$ cat src/hw/qsys_cfg.svh
// Packet queue system configuration

`ifndef QSYS_CFG_SVH
`define QSYS_CFG_SVH

// Datapath and topology
`define QSYS_DATA_W         32
`define QSYS_NUM_EGR_PORTS  4
`define QSYS_NUM_ING_PORTS  4
`define QSYS_NUM_PRIO       2
`define QSYS_NUM_QUEUES     8

// Buffering and packet limits
`define QSYS_QUEUE_DEPTH    32
`define QSYS_MTU_BYTES      64
`define QSYS_BLEN_W         7
`define QSYS_CNT_W          32

// Derived widths
`define QSYS_PORT_W     ($clog2(`QSYS_NUM_EGR_PORTS))
`define QSYS_ING_W      ($clog2(`QSYS_NUM_ING_PORTS))
`define QSYS_QIDX_W     ($clog2(`QSYS_NUM_QUEUES))
`define QSYS_PTR_W      ($clog2(`QSYS_QUEUE_DEPTH))
`define QSYS_OCC_W      ($clog2(`QSYS_QUEUE_DEPTH) + 1)
`define QSYS_WCNT_W     ($clog2(`QSYS_MTU_BYTES / (`QSYS_DATA_W / 8)) + 1)

`endif

$ cat src/hw/qsys_pkg.sv
// Packet queue system types

`include "qsys_cfg.svh"

package qsys_pkg;

    // Per-packet metadata, valid on the first word
    typedef struct packed {
        logic [`QSYS_ING_W-1:0]  ingress_port;
        logic [`QSYS_PORT_W-1:0] egress_port;
        logic                    prio;
        logic [`QSYS_BLEN_W-1:0] byte_length;
    } pkt_meta_t;

    typedef struct packed {
        logic                    valid;
        logic                    last;
        logic [`QSYS_DATA_W-1:0] data;
        pkt_meta_t               meta;
    } in_word_t;

    // Classifier to queue memory
    typedef struct packed {
        logic                    valid;
        logic                    last;
        logic [`QSYS_QIDX_W-1:0] qidx;
        logic [`QSYS_DATA_W-1:0] data;
    } wr_req_t;

    typedef struct packed {
        logic [`QSYS_NUM_QUEUES-1:0][`QSYS_OCC_W-1:0] free_words;
        logic [`QSYS_NUM_QUEUES-1:0][`QSYS_OCC_W-1:0] pkt_count;
    } queue_status_t;

    // Scheduler read port
    typedef struct packed {
        logic                    valid;
        logic [`QSYS_QIDX_W-1:0] qidx;
    } rd_req_t;

    typedef struct packed {
        logic                    valid;
        logic                    last;
        logic [`QSYS_DATA_W-1:0] data;
    } rd_word_t;

    typedef struct packed {
        logic                    valid;
        logic                    last;
        logic [`QSYS_DATA_W-1:0] data;
        logic [`QSYS_PORT_W-1:0] egress_port;
        logic                    prio;
    } out_word_t;

    typedef enum logic {
        IDLE,
        SEND
    } sched_state_e;

endpackage

$ cat src/hw/packet_classifier.sv
// Packet classifier
// Queue mapping and whole-packet admission

`timescale 1ns/1ps
`include "qsys_cfg.svh"

module packet_classifier (
    input  logic                    core_clk_ifc,
    input  logic                    rst,
    input  qsys_pkg::in_word_t      in_word,
    input  qsys_pkg::queue_status_t q_status,
    input  logic                    in_cnt_clear,
    input  logic                    enq_cnt_clear,
    output qsys_pkg::wr_req_t       wr_req,
    output logic [`QSYS_CNT_W-1:0]  qsys_in_pkt_cnt,
    output logic [`QSYS_CNT_W-1:0]  enqueue_pkt_cnt
);

    localparam int QIDX_W     = `QSYS_QIDX_W;
    localparam int OCC_W      = `QSYS_OCC_W;
    localparam int WCNT_W     = `QSYS_WCNT_W;
    localparam int BLEN_W     = `QSYS_BLEN_W;
    localparam int WORD_BYTES = `QSYS_DATA_W / 8;

    logic                    mid_pkt;
    logic                    sop;
    logic                    admit_q;
    logic [QIDX_W-1:0]       qidx_q;
    logic [QIDX_W-1:0]       qidx_now;
    logic [BLEN_W:0]         blen_rnd;
    logic [WCNT_W-1:0]       wcnt_now;
    logic [OCC_W-1:0]        free_now;
    logic                    admit_now;
    logic                    admit_sel;
    logic [QIDX_W-1:0]       qidx_sel;
    logic                    wr_valid_q;
    logic                    wr_last_q;
    logic [QIDX_W-1:0]       wr_qidx_q;
    logic [`QSYS_DATA_W-1:0] wr_data_q;

    //////////////////////////////////////////////////////////////////////
    // Admission decision on the first word

    always_comb begin
        sop      = in_word.valid && !mid_pkt;
        qidx_now = QIDX_W'(in_word.meta.egress_port * `QSYS_NUM_PRIO + in_word.meta.prio);
        blen_rnd = {1'b0, in_word.meta.byte_length} + (BLEN_W + 1)'(WORD_BYTES - 1);
        wcnt_now = WCNT_W'(blen_rnd / WORD_BYTES);
        // Word still in flight to memory is not in the free count yet
        free_now = q_status.free_words[qidx_now];
        if (wr_valid_q && (wr_qidx_q == qidx_now)) begin
            free_now = free_now - 1'b1;
        end
        admit_now = (free_now >= OCC_W'(wcnt_now));
        admit_sel = sop ? admit_now : admit_q;
        qidx_sel  = sop ? qidx_now : qidx_q;
    end

    always_ff @(posedge core_clk_ifc) begin
        if (rst) begin
            mid_pkt    <= 1'b0;
            admit_q    <= 1'b0;
            wr_valid_q <= 1'b0;
        end else begin
            if (in_word.valid) begin
                mid_pkt <= !in_word.last;
            end
            if (sop) begin
                admit_q <= admit_now;
            end
            wr_valid_q <= in_word.valid && admit_sel;
        end
    end

    // Write payload
    always_ff @(posedge core_clk_ifc) begin
        if (sop) begin
            qidx_q <= qidx_now;
        end
        wr_last_q <= in_word.last;
        wr_qidx_q <= qidx_sel;
        wr_data_q <= in_word.data;
    end

    always_comb begin
        wr_req.valid = wr_valid_q;
        wr_req.last  = wr_last_q;
        wr_req.qidx  = wr_qidx_q;
        wr_req.data  = wr_data_q;
    end

    //////////////////////////////////////////////////////////////////////
    // Arrival and enqueue counters

    always_ff @(posedge core_clk_ifc) begin
        if (rst) begin
            qsys_in_pkt_cnt <= '0;
            enqueue_pkt_cnt <= '0;
        end else begin
            if (in_cnt_clear) begin
                qsys_in_pkt_cnt <= '0;
            end else if (sop) begin
                qsys_in_pkt_cnt <= qsys_in_pkt_cnt + 1'b1;
            end
            if (enq_cnt_clear) begin
                enqueue_pkt_cnt <= '0;
            end else if (sop && admit_now) begin
                enqueue_pkt_cnt <= enqueue_pkt_cnt + 1'b1;
            end
        end
    end

endmodule

$ cat config.mk
export PLATFORM = sky130hd
export DESIGN_NAME = packet_classifier
export DESIGN_NICKNAME = d
export VERILOG_FILES = /design/src/hw/qsys_pkg.sv /design/src/hw/packet_classifier.sv
export VERILOG_INCLUDE_DIRS = /design/src /design/src/hw
export SDC_FILE = /design/constraint.sdc
export NUM_CORES = 1
export LEC_CHECK = 0
export BUFFER_PORTS_ARGS = -buffer_cell sky130_fd_sc_hd__clkbuf_2
export CAP_MARGIN = 20
export CELL_PAD_IN_SITES_DETAIL_PLACEMENT = 1
export CELL_PAD_IN_SITES_GLOBAL_PLACEMENT = 1
export CORE_ASPECT_RATIO = 0.9
export CORE_MARGIN = 5
export CORE_UTILIZATION = 32
export DETAILED_ROUTE_END_ITERATION = 8
export HOLD_SLACK_MARGIN = 0.15
export PLACE_DENSITY = 0.89
export SLEW_MARGIN = 15
export SYNTH_ARGS = -nofsm -noshare
export SYNTH_HDL_FRONTEND = slang
export SYNTH_SLANG_ARGS = --single-unit
$ cat constraint.sdc
create_clock -name core_clk_ifc -period 4.9 [get_ports core_clk_ifc]
set_input_delay 0.98 -clock core_clk_ifc [delete_from_list [all_inputs] [get_ports core_clk_ifc]]
set_output_delay 0.98 -clock core_clk_ifc [all_outputs]
set_load 0.05 [all_outputs]
# --- Word level (Yosys, flattened, before mapping) ---
# Index checks and enable logic that the tools add are counted.
totals:
  regBits: 103
  in_bits: 146
  output_inout_bits: 101
  word_cells: 28
classes:
  add_sub_neg: 5
  n_lt_le_gt_ge: 2
  n_eq_ne: 1
  n_mux: 4
  n_reduce_logical: 8
ops:
  columns: ["operator", "count"]
  rows:
  - ["$add 32x1->32 const B", 2]
  - ["$bmux 6 s3", 1]
  - ["$mux 6", 2]
  - ["$add 7x2->7 const B", 1]
  - ["$ge 6x5->1", 1]
  - ["$sub 6x1->6 const B", 1]
  - ["$logic_and 1x1->1", 4]
  - ["$lt 3x4->1 const B", 1]
  - ["$reduce_or 2->1", 2]
  - ["$add 3x1->3", 1]
  - ["$eq 3x3->1", 1]
  - ["$logic_not 1->1", 2]
  - ["$mux 1", 1]

# --- Longest topological paths before layout ---
depth:
  word_depth: 8
  depth_mapped: 17
  ltp_nobuf: 13

# --- Least setup slack after synthesis ---
# OpenSTA, ideal clock, no wires.
synth_timing:
  kind: "input -> register"
  startpoint: "input port in_word[7] (netlist name)"
  endpoint: "register enqueue_pkt_cnt[27]"
  setup_time_ns: 0.070
  arrival_ns: 4.198
  required_time_ns: 4.830
  path_slack_ns: 0.632
  path_stages: 17
  path_buffers: 4
  cell_sequence: "buf_6 > mux4_2 > mux2i_4 > ha_1 > nand2_1 > xor2_1 > ha_1 > a21o_1 > a31oi_1 > o21ai_0 > nor4b_1 > or3_1 > buf_6 > buf_6 > clkbuf_1 > o31ai_1 > a21oi_1"
synth_between:
  elab_chain_len: 7
  elab_cells_between_ends: 9
  cone_classes: "add/sub (2); order compare (1); eq/ne (1); mux (3); reduce/logical (2)"
synth_rtl:
  columns: ["element", "line_no", "source"]
  rows:
  - ["from (decl)", "packet_classifier.sv:10", "input qsys_pkg::in_word_t in_word,"]
  - ["$add 3x1->3 *", "packet_classifier.sv:46", "qidx_now = QIDX_W'(in_word.meta.egress_port * `QSYS_NUM_PRIO + in_word.meta.prio);"]
  - ["$bmux 6 s3", "packet_classifier.sv:50", "free_now = q_status.free_words[qidx_now];"]
  - ["$mux 6 (not written as such)", "packet_classifier.sv:50", null]
  - ["$sub 6x1->6", "packet_classifier.sv:52", "free_now = free_now - 1'b1;"]
  - ["$mux 6 *", "packet_classifier.sv:51", "if (wr_valid_q && (wr_qidx_q == qidx_now)) begin"]
  - ["$ge 6x5->1 *", "packet_classifier.sv:54", "admit_now = (free_now >= OCC_W'(wcnt_now));"]
  - ["$logic_and 1x1->1 *", "packet_classifier.sv:107", "end else if (sop && admit_now) begin"]
  - ["to (signal assigned)", "packet_classifier.sv:108", "enqueue_pkt_cnt <= enqueue_pkt_cnt + 1'b1;"]
  - ["to (decl)", "packet_classifier.sv:16", "output logic [`QSYS_CNT_W-1:0] enqueue_pkt_cnt"]
# Every way passes the cells marked *; elsewhere a longest branch is shown, timed or not. The select of a mux whose other input is x is not followed.
# A chain may end at the register's enable or synchronous reset.

# --- Worst setup path in the final report ---
layout_timing:
  startpoint: "input port in_word[7] (netlist name)"
  endpoint: "register enqueue_pkt_cnt[19]"
# The elaborated chain is that of the path after synthesis.

==> key figures <==
Placed design
  • GP Congestion: between 0.7 and 0.8
  • Port-buffer cells: between 150 and 200
  • Hpwl dp: approximately 11,000 um

Clocking
  • Post-CTS Setup Inserts: 0
  • Hold_buf cts: 0
  • TritonCTS Buffers: 9
  • CTS tree: built
  • H-tree depth: 3
  • Clk_lat worst skew: roughly 350 ps
  • Clock Tree Buf Depth: 2
  • # resized after CTS: 0
  • CTS Sinks: roughly 100
  • Reg clk slew, reported paths: approximately 70 ps
  • CTS root buf: clkbuf_16

STA
  • Setup Viol. Count Final: 0
  • RSZ-0062 raised after global routing: no
  • Final Hold Fails: 0
  • Tmin final: approximately 4400 ps
  • Max Clk Rate: 227 MHz
  • Slew margin rel.: 0.485
  • Setup TNS: 0 ps
  • Period utilization: 0.901
  • Least-Margin Pin Slew: ~770 ps
  • Setup Skew: 4.49 ps
  • Max-slew violations: 0

Floorplanning
  • Die ar.: 0.0167 mm2
  • IO Pins: between 200 and 250
  • Core area: between 0.01 and 0.015 mm2
  • FP Rows: between 40 and 50
  • Height of the die: around 120 um
  • Starting Density: 0.326
  • Die extent in x: 136 um

Global routing
  • Gr ovfl total: 0
  • Global-route wire length before repair: 21,500 um
  • All-Layer GR Usage: 0.162
  • Vias in the first global route: 4,394
  • Antenna violations before repair: 0
  • Pin count of the biggest net entering global routing: 55

Finish
  • Fillers: 1,666
  • Combined area of the multi-input logic cells: around 0.0023 mm2
  • Layout Nets: ~800
  • Fraction of layout cells with a size suffix above 1: 0.360
  • Number of antenna cells inserted: 0
  • Synth-to-Final Area Change: 31.7%
  • Register area: about 0.0021 mm2

Logic synthesis
  • Synth Warn #: 0
  • Avg Inst Size Synth: between 9 and 10 um2
  • Synth top area cells: dfxtp_1 44%, xor2_1 5.4%, mux4_2 4.9%
  • Synth unique cells: 47
  • Yosys reg bits: 103
  • Top_reg_cell synth: dfxtp_1
  • EDFF count, synth: 3
  • Leading area contributor after synthesis: dfxtp_1
  • Share of the yosys chip area belonging to registers: 0.459
  • Mapped Nets: 613
  • Syn Inst Count: 459
  • Synth top area share: 0.439
  • Synth async-reset ratio: 0
  • Synthesized area: between 0.004 and 0.005 mm2

Routing
  • Routed via count: between 4,000 and 5,000
  • Drt via density: 5.06
  • Drc violations: 0
  • DRT iter0 DRCs: 117
  • Final WL: approximately 14,000 um
  • Final ANT Viol Nets: 0
  • Wirelength per Cell: approximately 16 um
  • DR pass1 iterations: 4

Worst setup path
  • Crit path top cell by count: ha_1
  • Crit. End Element: register
  • WP buf/inv: 2
  • Critical path arrival: approximately 4700 ps
  • Cell breakdown of the critical path: clkbuf_2 > mux4_2 > mux2i_4 > ha_1 > nand2_1 > xor2_1 > ha_1 > a21o_1 > a31oi_1 > o211ai_1 > o21ai_0 > or3_1 > buf_12 > or4_1 > a21oi_1
  • Req. time, crit path: around 5200 ps
  • Critical path's top delay family: simple AND/OR/NAND/NOR gates
  • CP Max Fanout: 54
  • CP Class: in2reg
  • Crit-path slowest cell: mux4_2
  • Setup crit start kind: primary input
  • Crit path largest cell delay: around 570 ps

Worst hold path
  • Hold crit path type: reg2reg

Power and ir drop
  • P per Cell Area: ~310 mW/mm2
  • P_sw: ~0.53 mW
  • Worst IR Drop VDD: ~0.21 mV
  • Clock power frac: 0.393
  • Sw Share: 0.286
  • Logic pwr share: 0.136
  • Internal Power: 1.32 mW
  • Total power: 1.84 mW
  • Pleak: 2.44 nW
  • Sequential share of power: 0.471

Outcome
  • Status: complete, no violations

Job
  • Number of max-cap violations: 0
synth_stat cells, types with 4 or more instances:
master,n
mux4_2,10
and3_1,6
nor2_1,44
or3_1,13
xor2_1,28
nand4_1,22
o31ai_1,18
nand2_1,31
a21oi_1,23
clkbuf_1,16
inv_1,6
mux2i_1,10
ha_1,8
dfxtp_1,100
nor3_1,5
or4_1,22
xnor2_1,15
nand3_1,21
nor4_1,8
buf_6,4
layer usage:
layer | global-route usage | share of wire | vias to the layer above | wire length, um
li1 | - | - | 2062 | -
met1 | 0.182 | 0.42 | 2090 | 5750
met2 | 0.282 | 0.49 | 113 | 6820
met3 | 0.0745 | 0.083 | 10 | 1140
met4 | 0.0359 | 0.0078 | 0 | 108
met5 | 0 | 0 | - | 0
power by group through the flow:
stage | Sequential, mW | Clock, mW | Combinational, mW
after floorplan | 0.946 | 0 | 0.115
final | 0.868 | 0.724 | 0.251
after global routing | 0.870 | 0.790 | 0.271
after detailed placement | 0.888 | 0 | 0.254
after CTS | 0.868 | 0.755 | 0.255
after global placement | 0.887 | 0 | 0.245
per-stage QoR:
stage	util	area [um2]	hold slack, ps	std cells	worst slack [ps]
after floorplan	-	4560	448	459	632
final	0.429	6010	483	845	487
after detailed placement	0.408	5710	482	829	114
after global routing	0.429	6010	527	845	213
after CTS	0.429	6010	492	845	488
after global placement	0.408	5710	460	829	225
flip-flops by register name, indices dropped and copies added, names as in the netlist:
register         cells
admit_q              1
enqueue_pkt_cnt     32
mid_pkt              1
qsys_in_pkt_cnt     32
wr_data_q           32
wr_last_q            1
wr_qidx_q            3
wr_valid_q           1
cell type report:
cell class	count	area share
Clock buffer	9	0.0375
Sequential cell	103	0.348
Multi-Input combinational cell	325	0.385
Tap cell	193	0.0402
Timing Repair Buffer	202	0.173
Clock inverter	7	0.0125
Inverter	6	0.00375
cells by family after synthesis:
family,share of synthesized area
and+or+nand+nor,0.224
xor gates and xnor gates,0.0826
muxes,0.0976
DFF,0.459
AOI/OAI and AO/OA,0.0809
adders and majority gates,0.0219
buffers and inverters,0.0343
worst reg2reg max path: cells and delay by family, from the launching register on:
kind / cells / cell delay, ps
and+or+nand+nor: 4 / 1380
xor gates and xnor gates: 2 / 390
DFF: 1 / 410
adders and majority gates: 1 / 310
buffers and inverters: 1 / 210
AOI/OAI and AO/OA: 5 / 690
layout by cell type (no fill, tap or decap), drive strengths merged, types with 13 or more instances in the layout:
cell    instances
clkbuf        205
dfxtp         100
nor2           44
nand2          31
xor2           28
a21oi          23
nand4          23
or4            22
nand3          21
o31ai          18
xnor2          15
or3            13
mux2i          13
worst paths after layout:
path	slack, ps	from	cells after the start	to
max	490	in_word[7]	15	enqueue_pkt_cnt[19]
min	480	enqueue_pkt_cnt[31]	2	enqueue_pkt_cnt[31]
max reg2reg	1450	wr_qidx_q[0]	13	enqueue_pkt_cnt[19]
min reg2reg	480	enqueue_pkt_cnt[31]	2	enqueue_pkt_cnt[31]
Note: power is estimated with default switching activity, not from simulation.
