File: config.mk
export PLATFORM = sky130hd
export DESIGN_NAME = egress_scheduler
export DESIGN_NICKNAME = d
export VERILOG_FILES = /design/src/hw/qsys_pkg.sv /design/src/hw/egress_scheduler.sv
export VERILOG_INCLUDE_DIRS = /design/src /design/src/hw
export SDC_FILE = /design/constraint.sdc
export NUM_CORES = 1
export LEC_CHECK = 0
export ABC_AREA = 1
export BUFFER_PORTS_ARGS = -buffer_cell sky130_fd_sc_hd__clkbuf_2
export CORE_MARGIN = 4
export CORE_UTILIZATION = 51
export DETAILED_ROUTE_END_ITERATION = 10
export GPL_TIMING_DRIVEN = 0
export PLACE_DENSITY = 0.87
export SETUP_SLACK_MARGIN = 0.5
export SLEW_MARGIN = 20
export SYNTH_ARGS = -nofsm -noshare
export SYNTH_HDL_FRONTEND = slang
export SYNTH_SLANG_ARGS = --single-unit
File: constraint.sdc
create_clock -name core_clk_ifc -period 5.1 [get_ports core_clk_ifc]
set_input_delay 0.255 -clock core_clk_ifc [delete_from_list [all_inputs] [get_ports core_clk_ifc]]
set_output_delay 0.255 -clock core_clk_ifc [all_outputs]
set_load 0.05 [all_outputs]
File: src/hw/qsys_cfg.svh
// Packet queue system configuration

`ifndef QSYS_CFG_SVH
`define QSYS_CFG_SVH

// Datapath and topology
`define QSYS_DATA_W         32
`define QSYS_NUM_EGR_PORTS  4
`define QSYS_NUM_ING_PORTS  4
`define QSYS_NUM_PRIO       2
`define QSYS_NUM_QUEUES     8

// Buffering and packet limits
`define QSYS_QUEUE_DEPTH    32
`define QSYS_MTU_BYTES      64
`define QSYS_BLEN_W         7
`define QSYS_CNT_W          32

// Derived widths
`define QSYS_PORT_W     ($clog2(`QSYS_NUM_EGR_PORTS))
`define QSYS_ING_W      ($clog2(`QSYS_NUM_ING_PORTS))
`define QSYS_QIDX_W     ($clog2(`QSYS_NUM_QUEUES))
`define QSYS_PTR_W      ($clog2(`QSYS_QUEUE_DEPTH))
`define QSYS_OCC_W      ($clog2(`QSYS_QUEUE_DEPTH) + 1)
`define QSYS_WCNT_W     ($clog2(`QSYS_MTU_BYTES / (`QSYS_DATA_W / 8)) + 1)

`endif

File: src/hw/qsys_pkg.sv
// Packet queue system types

`include "qsys_cfg.svh"

package qsys_pkg;

    // Per-packet metadata, valid on the first word
    typedef struct packed {
        logic [`QSYS_ING_W-1:0]  ingress_port;
        logic [`QSYS_PORT_W-1:0] egress_port;
        logic                    prio;
        logic [`QSYS_BLEN_W-1:0] byte_length;
    } pkt_meta_t;

    typedef struct packed {
        logic                    valid;
        logic                    last;
        logic [`QSYS_DATA_W-1:0] data;
        pkt_meta_t               meta;
    } in_word_t;

    // Classifier to queue memory
    typedef struct packed {
        logic                    valid;
        logic                    last;
        logic [`QSYS_QIDX_W-1:0] qidx;
        logic [`QSYS_DATA_W-1:0] data;
    } wr_req_t;

    typedef struct packed {
        logic [`QSYS_NUM_QUEUES-1:0][`QSYS_OCC_W-1:0] free_words;
        logic [`QSYS_NUM_QUEUES-1:0][`QSYS_OCC_W-1:0] pkt_count;
    } queue_status_t;

    // Scheduler read port
    typedef struct packed {
        logic                    valid;
        logic [`QSYS_QIDX_W-1:0] qidx;
    } rd_req_t;

    typedef struct packed {
        logic                    valid;
        logic                    last;
        logic [`QSYS_DATA_W-1:0] data;
    } rd_word_t;

    typedef struct packed {
        logic                    valid;
        logic                    last;
        logic [`QSYS_DATA_W-1:0] data;
        logic [`QSYS_PORT_W-1:0] egress_port;
        logic                    prio;
    } out_word_t;

    typedef enum logic {
        IDLE,
        SEND
    } sched_state_e;

endpackage

File: src/hw/egress_scheduler.sv
// Egress scheduler
// Round-robin over ports, strict priority within a port

`timescale 1ns/1ps
`include "qsys_cfg.svh"

module egress_scheduler (
    input  logic                           core_clk_ifc,
    input  logic                           rst,
    input  qsys_pkg::queue_status_t        q_status,
    input  qsys_pkg::rd_word_t             rd_word,
    input  logic [`QSYS_NUM_EGR_PORTS-1:0] egr_buf_ready,
    input  logic                           deq_cnt_clear,
    output qsys_pkg::rd_req_t              rd_req,
    output qsys_pkg::out_word_t            out_word,
    output logic [`QSYS_CNT_W-1:0]         dequeue_pkt_cnt
);

    localparam int NUM_PORTS = `QSYS_NUM_EGR_PORTS;
    localparam int NUM_PRIO  = `QSYS_NUM_PRIO;
    localparam int PORT_W    = `QSYS_PORT_W;
    localparam int QIDX_W    = `QSYS_QIDX_W;

    qsys_pkg::sched_state_e  state;
    logic [PORT_W-1:0]       rr_ptr;
    logic [PORT_W-1:0]       cur_port;
    logic                    cur_prio;
    logic                    done_issue;

    logic                    grant_found;
    logic [PORT_W-1:0]       grant_port;
    logic                    grant_prio;

    logic                    skid_valid;
    logic                    skid_last;
    logic [`QSYS_DATA_W-1:0] skid_data;

    logic                    port_ready;
    logic                    last_returned;
    logic                    issue;
    logic                    src_valid;
    logic                    src_last;
    logic [`QSYS_DATA_W-1:0] src_data;
    logic                    emit;

    //////////////////////////////////////////////////////////////////////
    // Port arbitration, starting at the round-robin pointer

    always_comb begin
        logic [PORT_W-1:0] cand;
        int                lo_idx;
        logic              has_hi;
        logic              has_lo;
        grant_found = 1'b0;
        grant_port  = rr_ptr;
        grant_prio  = 1'b0;
        for (int i = 0; i < NUM_PORTS; i++) begin
            cand   = PORT_W'(rr_ptr + PORT_W'(i));
            lo_idx = int'(cand) * NUM_PRIO;
            has_lo = (q_status.pkt_count[lo_idx] != '0);
            has_hi = (q_status.pkt_count[lo_idx + 1] != '0);
            if (!grant_found && egr_buf_ready[cand] && (has_hi || has_lo)) begin
                grant_found = 1'b1;
                grant_port  = cand;
                grant_prio  = has_hi;
            end
        end
    end

    //////////////////////////////////////////////////////////////////////
    // Read issue and output path

    always_comb begin
        port_ready    = egr_buf_ready[cur_port];
        last_returned = rd_word.valid && rd_word.last;
        // No read after the last word has come back
        issue     = (state == qsys_pkg::SEND) && port_ready && !done_issue && !last_returned;
        src_valid = skid_valid || rd_word.valid;
        src_last  = skid_valid ? skid_last : rd_word.last;
        src_data  = skid_valid ? skid_data : rd_word.data;
        emit      = src_valid && port_ready;

        rd_req.valid = issue;
        rd_req.qidx  = QIDX_W'(cur_port * NUM_PRIO + cur_prio);

        out_word.valid       = emit;
        out_word.last        = src_last;
        out_word.data        = src_data;
        out_word.egress_port = cur_port;
        out_word.prio        = cur_prio;
    end

    always_ff @(posedge core_clk_ifc) begin
        if (rst) begin
            state      <= qsys_pkg::IDLE;
            rr_ptr     <= '0;
            cur_port   <= '0;
            cur_prio   <= 1'b0;
            done_issue <= 1'b0;
            skid_valid <= 1'b0;
        end else begin
            case (state)
                qsys_pkg::IDLE: begin
                    if (grant_found) begin
                        state      <= qsys_pkg::SEND;
                        cur_port   <= grant_port;
                        cur_prio   <= grant_prio;
                        rr_ptr     <= grant_port + 1'b1;
                        done_issue <= 1'b0;
                    end
                end
                qsys_pkg::SEND: begin
                    if (last_returned) begin
                        done_issue <= 1'b1;
                    end
                    if (emit && src_last) begin
                        state <= qsys_pkg::IDLE;
                    end
                end
                default: state <= qsys_pkg::IDLE;
            endcase

            // Word returned while the port is not ready waits here
            if (rd_word.valid && !port_ready) begin
                skid_valid <= 1'b1;
            end else if (skid_valid && port_ready) begin
                skid_valid <= 1'b0;
            end
        end
    end

    always_ff @(posedge core_clk_ifc) begin
        if (rd_word.valid && !port_ready) begin
            skid_data <= rd_word.data;
            skid_last <= rd_word.last;
        end
    end

    // Dequeue counter
    always_ff @(posedge core_clk_ifc) begin
        if (rst) begin
            dequeue_pkt_cnt <= '0;
        end else if (deq_cnt_clear) begin
            dequeue_pkt_cnt <= '0;
        end else if (emit && src_last) begin
            dequeue_pkt_cnt <= dequeue_pkt_cnt + 1'b1;
        end
    end

endmodule

After elaboration in Yosys (flattened, before gate mapping)
Cells that the tools add are included.

Bits in registers: 73. Input bits: 137. Output and inout port bits: 73. Word-level logic and storage cells: 124.

$add $sub $neg: 10. $lt $le $gt $ge: 13. Equal/unequal tests: 2. Muxes and demuxes: 51. Bitwise gates (word level): 1. Reduce and logical (&&, ||, !) cells: 38.

Operator list (count): 6-bit binary-select mux with 3-bit select (4); 6-bit 2-to-1 mux (12); 6-bit binary-select mux with 2-bit select (4); 6-bit nonzero test (8); 32-bit by 1-bit adder with 32-bit output (second input constant) (1); 32-bit 2-to-1 mux (1); 1-bit 2-to-1 mux (20); 3-bit by 1-bit adder with 4-bit output (second input constant) (4); 3-bit by 4-bit < comparator with 1-bit output (second input constant) (4); 4-bit < comparator (second input constant) (4); 1-bit logical AND (15); 2-bit by 3-bit < comparator with 1-bit output (second input constant) (5); 1-bit binary-select mux with 2-bit select (5); 1-bit zero test (6); 2-bit 2-to-1 mux (3); 1-bit logical OR (5); 2-bit by 1-bit adder with 2-bit output (second input constant) (2); 2-bit adder (second input constant) (2); 1-bit one-hot mux with 2 select lines (2); 2-bit AND reduction (2); 3-bit by 1-bit adder with 3-bit output (1); 2-bit by 1-bit inequality test with 1-bit output (second input constant) (1); 2-bit inequality test (second input constant) (1); 2-bit nonzero test (1); 2 further kinds (2).

Logic depth before layout (Yosys ltp)
Depth in word-level cells: 22. Depth in mapped cells: 18. Depth with buffers taken out: 17.

Worst setup path before layout
No wires, ideal clock.

Path kind: register to register. Start point: register cur_port[0]. End point: register skid_data[0], enable pin. Library setup time: 0.423 ns. Arrival: 2.533 ns. Required time: 4.677 ns. Slack: 2.144 ns. Cell stages (with the launch flop): 6. Path buffers: 0. Clock period less this slack: 2.956 ns. Cell sequence: dfxtp_1 inv_1 nand2_1 nand3_1 and2_2 nor2_1.

Cells in the longest elaborated chain, start to end: 4.

RTL lines: from (decl) (RTL line egress_scheduler.sv:26) `logic [PORT_W-1:0] cur_port;`; from (signal assigned) (RTL line egress_scheduler.sv:106) `cur_port <= grant_port;`; 1-bit binary-select mux with 2-bit select (RTL line egress_scheduler.sv:74) `port_ready = egr_buf_ready[cur_port];`; 1-bit 2-to-1 mux (implied by the code) (RTL line egress_scheduler.sv:74); 1-bit zero test (RTL line egress_scheduler.sv:133) `if (rd_word.valid && !port_ready) begin`; 1-bit logical AND (RTL line egress_scheduler.sv:133); to (signal assigned) (RTL line egress_scheduler.sv:134) `skid_data <= rd_word.data;`; to (decl) (RTL line egress_scheduler.sv:36) `` logic [`QSYS_DATA_W-1:0] skid_data; ``.

Every way passes these cells. The select of a mux whose other input is x is not followed. A chain may end at the register's enable or synchronous reset.

Final worst setup path
Start point: register cur_port[0]. End point: register dequeue_pkt_cnt[30].

Cells in the longest elaborated chain, start to end: 4.

RTL lines: 1-bit binary-select mux with 2-bit select (RTL line egress_scheduler.sv:74); 1-bit 2-to-1 mux (implied by the code) (RTL line egress_scheduler.sv:74); 1-bit logical AND (RTL line egress_scheduler.sv:81) `emit = src_valid && port_ready;`; 1-bit logical AND (RTL line egress_scheduler.sv:145) `end else if (emit && src_last) begin`; to (signal assigned) (RTL line egress_scheduler.sv:146) `dequeue_pkt_cnt <= dequeue_pkt_cnt + 1'b1;`; to (decl) (RTL line egress_scheduler.sv:16) `` output logic [`QSYS_CNT_W-1:0] dequeue_pkt_cnt ``.

Every way passes these cells. The select of a mux whose other input is x is not followed.

==> results.sh <==
export IMPL_clock_sinks=73
export IMPL_routed_via_count=4766
export IMPL_insertion_delay_ns=0.35
export IMPL_min_path_type="in2reg"
export IMPL_worstSetupEndpointType="register"
export IMPL_rows=33
export IMPL_grt_usage_pct=23.3
export IMPL_min_period_ns=2.42
export IMPL_cts_htree_levels=3
export IMPL_grt_pass1_wl_mm=19.1
export IMPL_cap_violations=0
export IMPL_drc_errors=0
export IMPL_grt_pass1_vias=4285
export IMPL_dieArea_um2=10100
export IMPL_clkPwrFrac_pct=21.3
export IMPL_layout_commonest_cell="nand2_1"
export IMPL_drtPass1Iterations=5
export IMPL_period_share_pct=47.5
export IMPL_yosys_warnings=0
export IMPL_wl_mm=12.0
export IMPL_seqCellArea_um2=1790
export IMPL_nNetsFinal=962
export IMPL_path_cells="nand2_1 > nand3_1 > and2_2 > nand3_2 > nor2_2 > nand2_1 > inv_2 > nand2_2 > nor2_2 > nand3_1 > nor2_1 > xnor2_1 > nor2_1"
export IMPL_initial_core_util_pct=52.8
export IMPL_gr_total_overflow=0
export IMPL_startpoint_type="register"
export IMPL_core_um2=8260
export IMPL_relSlewSlack_pct=60.1
export IMPL_wl_per_cell_um=12.8
export IMPL_drv_slew=0
export IMPL_yosysTopAreaCell="edfxtp_1"
export IMPL_fp_dieW_um=100
export IMPL_portBuffers=161
export IMPL_setup_violations=0
export IMPL_avgSynthCellArea_um2=6.69
export IMPL_n_fill_cell=743
export IMPL_fmax_ghz=0.412
export IMPL_cts_setup_buffers=0
export IMPL_worst_path_buf_inv=1
export IMPL_antenna_left=0
export IMPL_required_ns=5.33
export IMPL_cts_buffers=9
export IMPL_place_gp_congestion=0.907
export IMPL_hold_violations=0
export IMPL_cp_slowest_cell="dfxtp_1"
export IMPL_drive_above_1_share_pct=25.9
export IMPL_antenna_found_initial=0
export IMPL_synth_top_area_share_pct=22.7
export IMPL_r2r_setup_slack_ns=2.68
export IMPL_synthFlopType="dfxtp_1"
export IMPL_synthesis_nets=789
export IMPL_clockBufferDepth=2
export IMPL_leakagePower_uw=0.00276
export IMPL_switchingPower_uw=1090
export IMPL_finClkSkew_ns=0.0115
export IMPL_worstMarginPinSlew_ns=0.594
export IMPL_power_share_combinational_pct=48.8
export IMPL_ioPinCount=210
export IMPL_final_cell_mix="nand2_1 (250), clkbuf_2 (161), nor2_1 (68)"
export IMPL_vdd_drop_max_mv=0.222
export IMPL_grt_max_degree=25
export IMPL_synth_cell_types=37
export IMPL_async_flop_share_pct=0
export IMPL_vias_per_cell=5.10
export IMPL_netlist_area_um2=4360
export IMPL_synth_edf_count=33
export IMPL_multi_input_area_um2=2170
export IMPL_tritoncts="done"
export IMPL_synth_cells=651
export IMPL_finalHoldWorstSlack_ns=0.0927
export IMPL_critPathTopFamily="simple AND/OR/NAND/NOR gates"
export IMPL_p_int_uw=1310
export IMPL_fin_tns_setup_ns=0
export IMPL_cp_max_fo=8
export IMPL_root_buffer="clkbuf_8"
export IMPL_yosysSeqAreaShare_pct=41.1
export IMPL_max_stage_delay_ns=0.44
export IMPL_path_class="reg2reg"
export IMPL_num_antenna_cells=0
export IMPL_syn2layout_area_growth_pct=27.5
export IMPL_p_seq_share_pct=29.9
export IMPL_status="finished, final reports clean"
export IMPL_path_clk_slew_ns=0.08
export IMPL_place_hpwl_mm=9.50
export IMPL_ctsHoldBuffers=0
export IMPL_ys_seq_elements=73
export IMPL_powerDensity_nw_per_um2=432
export IMPL_drtIter0Drc=254
export IMPL_post_cts_resized=0
export IMPL_swShare_pct=45.5
export IMPL_synth_top_cells_by_area="edfxtp_1 (23%), nand2_1 (22%), dfxtp_1 (18%), nor2_1 (5.9%), inv_1 (5.2%)"
export IMPL_crit_arrival_ns=2.66
export IMPL_rsz0062_at_grt="false"
export IMPL_fp_dieH_um=100
[path summary, 6_finish.rpt]
| path | startpoint | endpoint | depth (start not counted) |
|---|---|---|---|
| setup / recovery | cur_port[0]$_SDFFE_PP0P_ | dequeue_pkt_cnt[30]$_SDFFE_PP0P_ | 13 |
| hold / removal | rd_word[17] | skid_data[17]$_DFFE_PP_ | 1 |
| setup reg to reg | cur_port[0]$_SDFFE_PP0P_ | dequeue_pkt_cnt[30]$_SDFFE_PP0P_ | 13 |
| hold reg to reg | dequeue_pkt_cnt[4]$_SDFFE_PP0P_ | dequeue_pkt_cnt[4]$_SDFFE_PP0P_ | 2 |
[worst reg2reg max path, cell delays in order (launching register included)]
cell and delay (ns):
dfxtp_1 0.44, nand2_1 0.08, nand3_1 0.08, and2_2 0.22
nand3_2 0.19, nor2_2 0.22, nand2_1 0.15, inv_2 0.11
nand2_2 0.07, nor2_2 0.22, nand3_1 0.15, nor2_1 0.18
xnor2_1 0.14, nor2_1 0.05
[through the flow]
| stage | total power [uW] | setup WS (ns) | instance area [um2] | utilization, % | cells |
|---|---|---|---|---|---|
| floorplan | 1610 | 2.14 | 4360 | - | 651 |
| global placement | 1850 | 2.06 | 5290 | 64.1 | 917 |
| detailed placement | 1900 | 2.75 | 5330 | 64.5 | 918 |
| CTS | 2410 | 2.70 | 5560 | 67.3 | 934 |
| global route | 2560 | 2.52 | 5560 | 67.3 | 934 |
| finish | 2400 | 2.68 | 5560 | 67.3 | 934 |
[flip-flops by register name, summed over array words and instances (netlist names), named ones only]
name,flops
cur_port,2
cur_prio,1
dequeue_pkt_cnt,32
done_issue,1
rr_ptr,1
skid_data,32
skid_last,1
skid_valid,1
state,1
[kinds of logic (layout without fill, tap and decap cells)]
logic type	count (synthesis)	count (layout)	share of synthesized area, %
AO/OA/AOI/OAI	64	64	7.98
adder cells (fa/ha/maj)	1	1	0.287
flip-flops	73	73	41.1
buffers and inverters	93	271	9.33
XOR/XNOR	6	6	1.21
AND/OR/NAND/NOR	414	414	40.1
[power by group through the flow]
stage / Combinational (uW) / Sequential (uW) / Clock, uW
2_1_floorplan: 864 / 750 / 0
3_3_place_gp: 1120 / 732 / 0
3_5_place_dp: 1160 / 731 / 0
4_1_cts: 1170 / 719 / 520
5_1_grt: 1290 / 723 / 550
6_report: 1170 / 718 / 511
[metal layers]
metal  up-vias  wire length [um]  track usage, %  share of wire (%)
met3        19               926            4.93                7.7
met1      2105              5000            28.9                 42
met4         0               177            5.49                1.5
met2       200              5900            41.3                 49
li1       2442                 -               -                  -
met5         -                 0               0                  0
[cell usage after synthesis (4+ instances only)]
cell type and number:
o21ai_0 25, nor3_1 16, nand2_1 250, dfxtp_1 40, inv_2 7, nor4_1 4, buf_4 9, edfxtp_1 33
inv_1 60, nand4_1 18, nor2_1 69, a21oi_1 25, nand3_1 40, o21ai_1 7, buf_2 5, clkbuf_1 8
[layout make-up]
class / instances / share of cell area (%)
sequential: 73 / 32.3
clock buffer: 9 / 2.23
timing repair buffer: 162 / 15.0
clock inverter: 7 / 1.85
tap: 105 / 2.36
multi-input combinational: 485 / 39.0
inverter: 68 / 4.64
buffer: 25 / 2.68
Note: power is estimated with default switching activity, not from simulation.
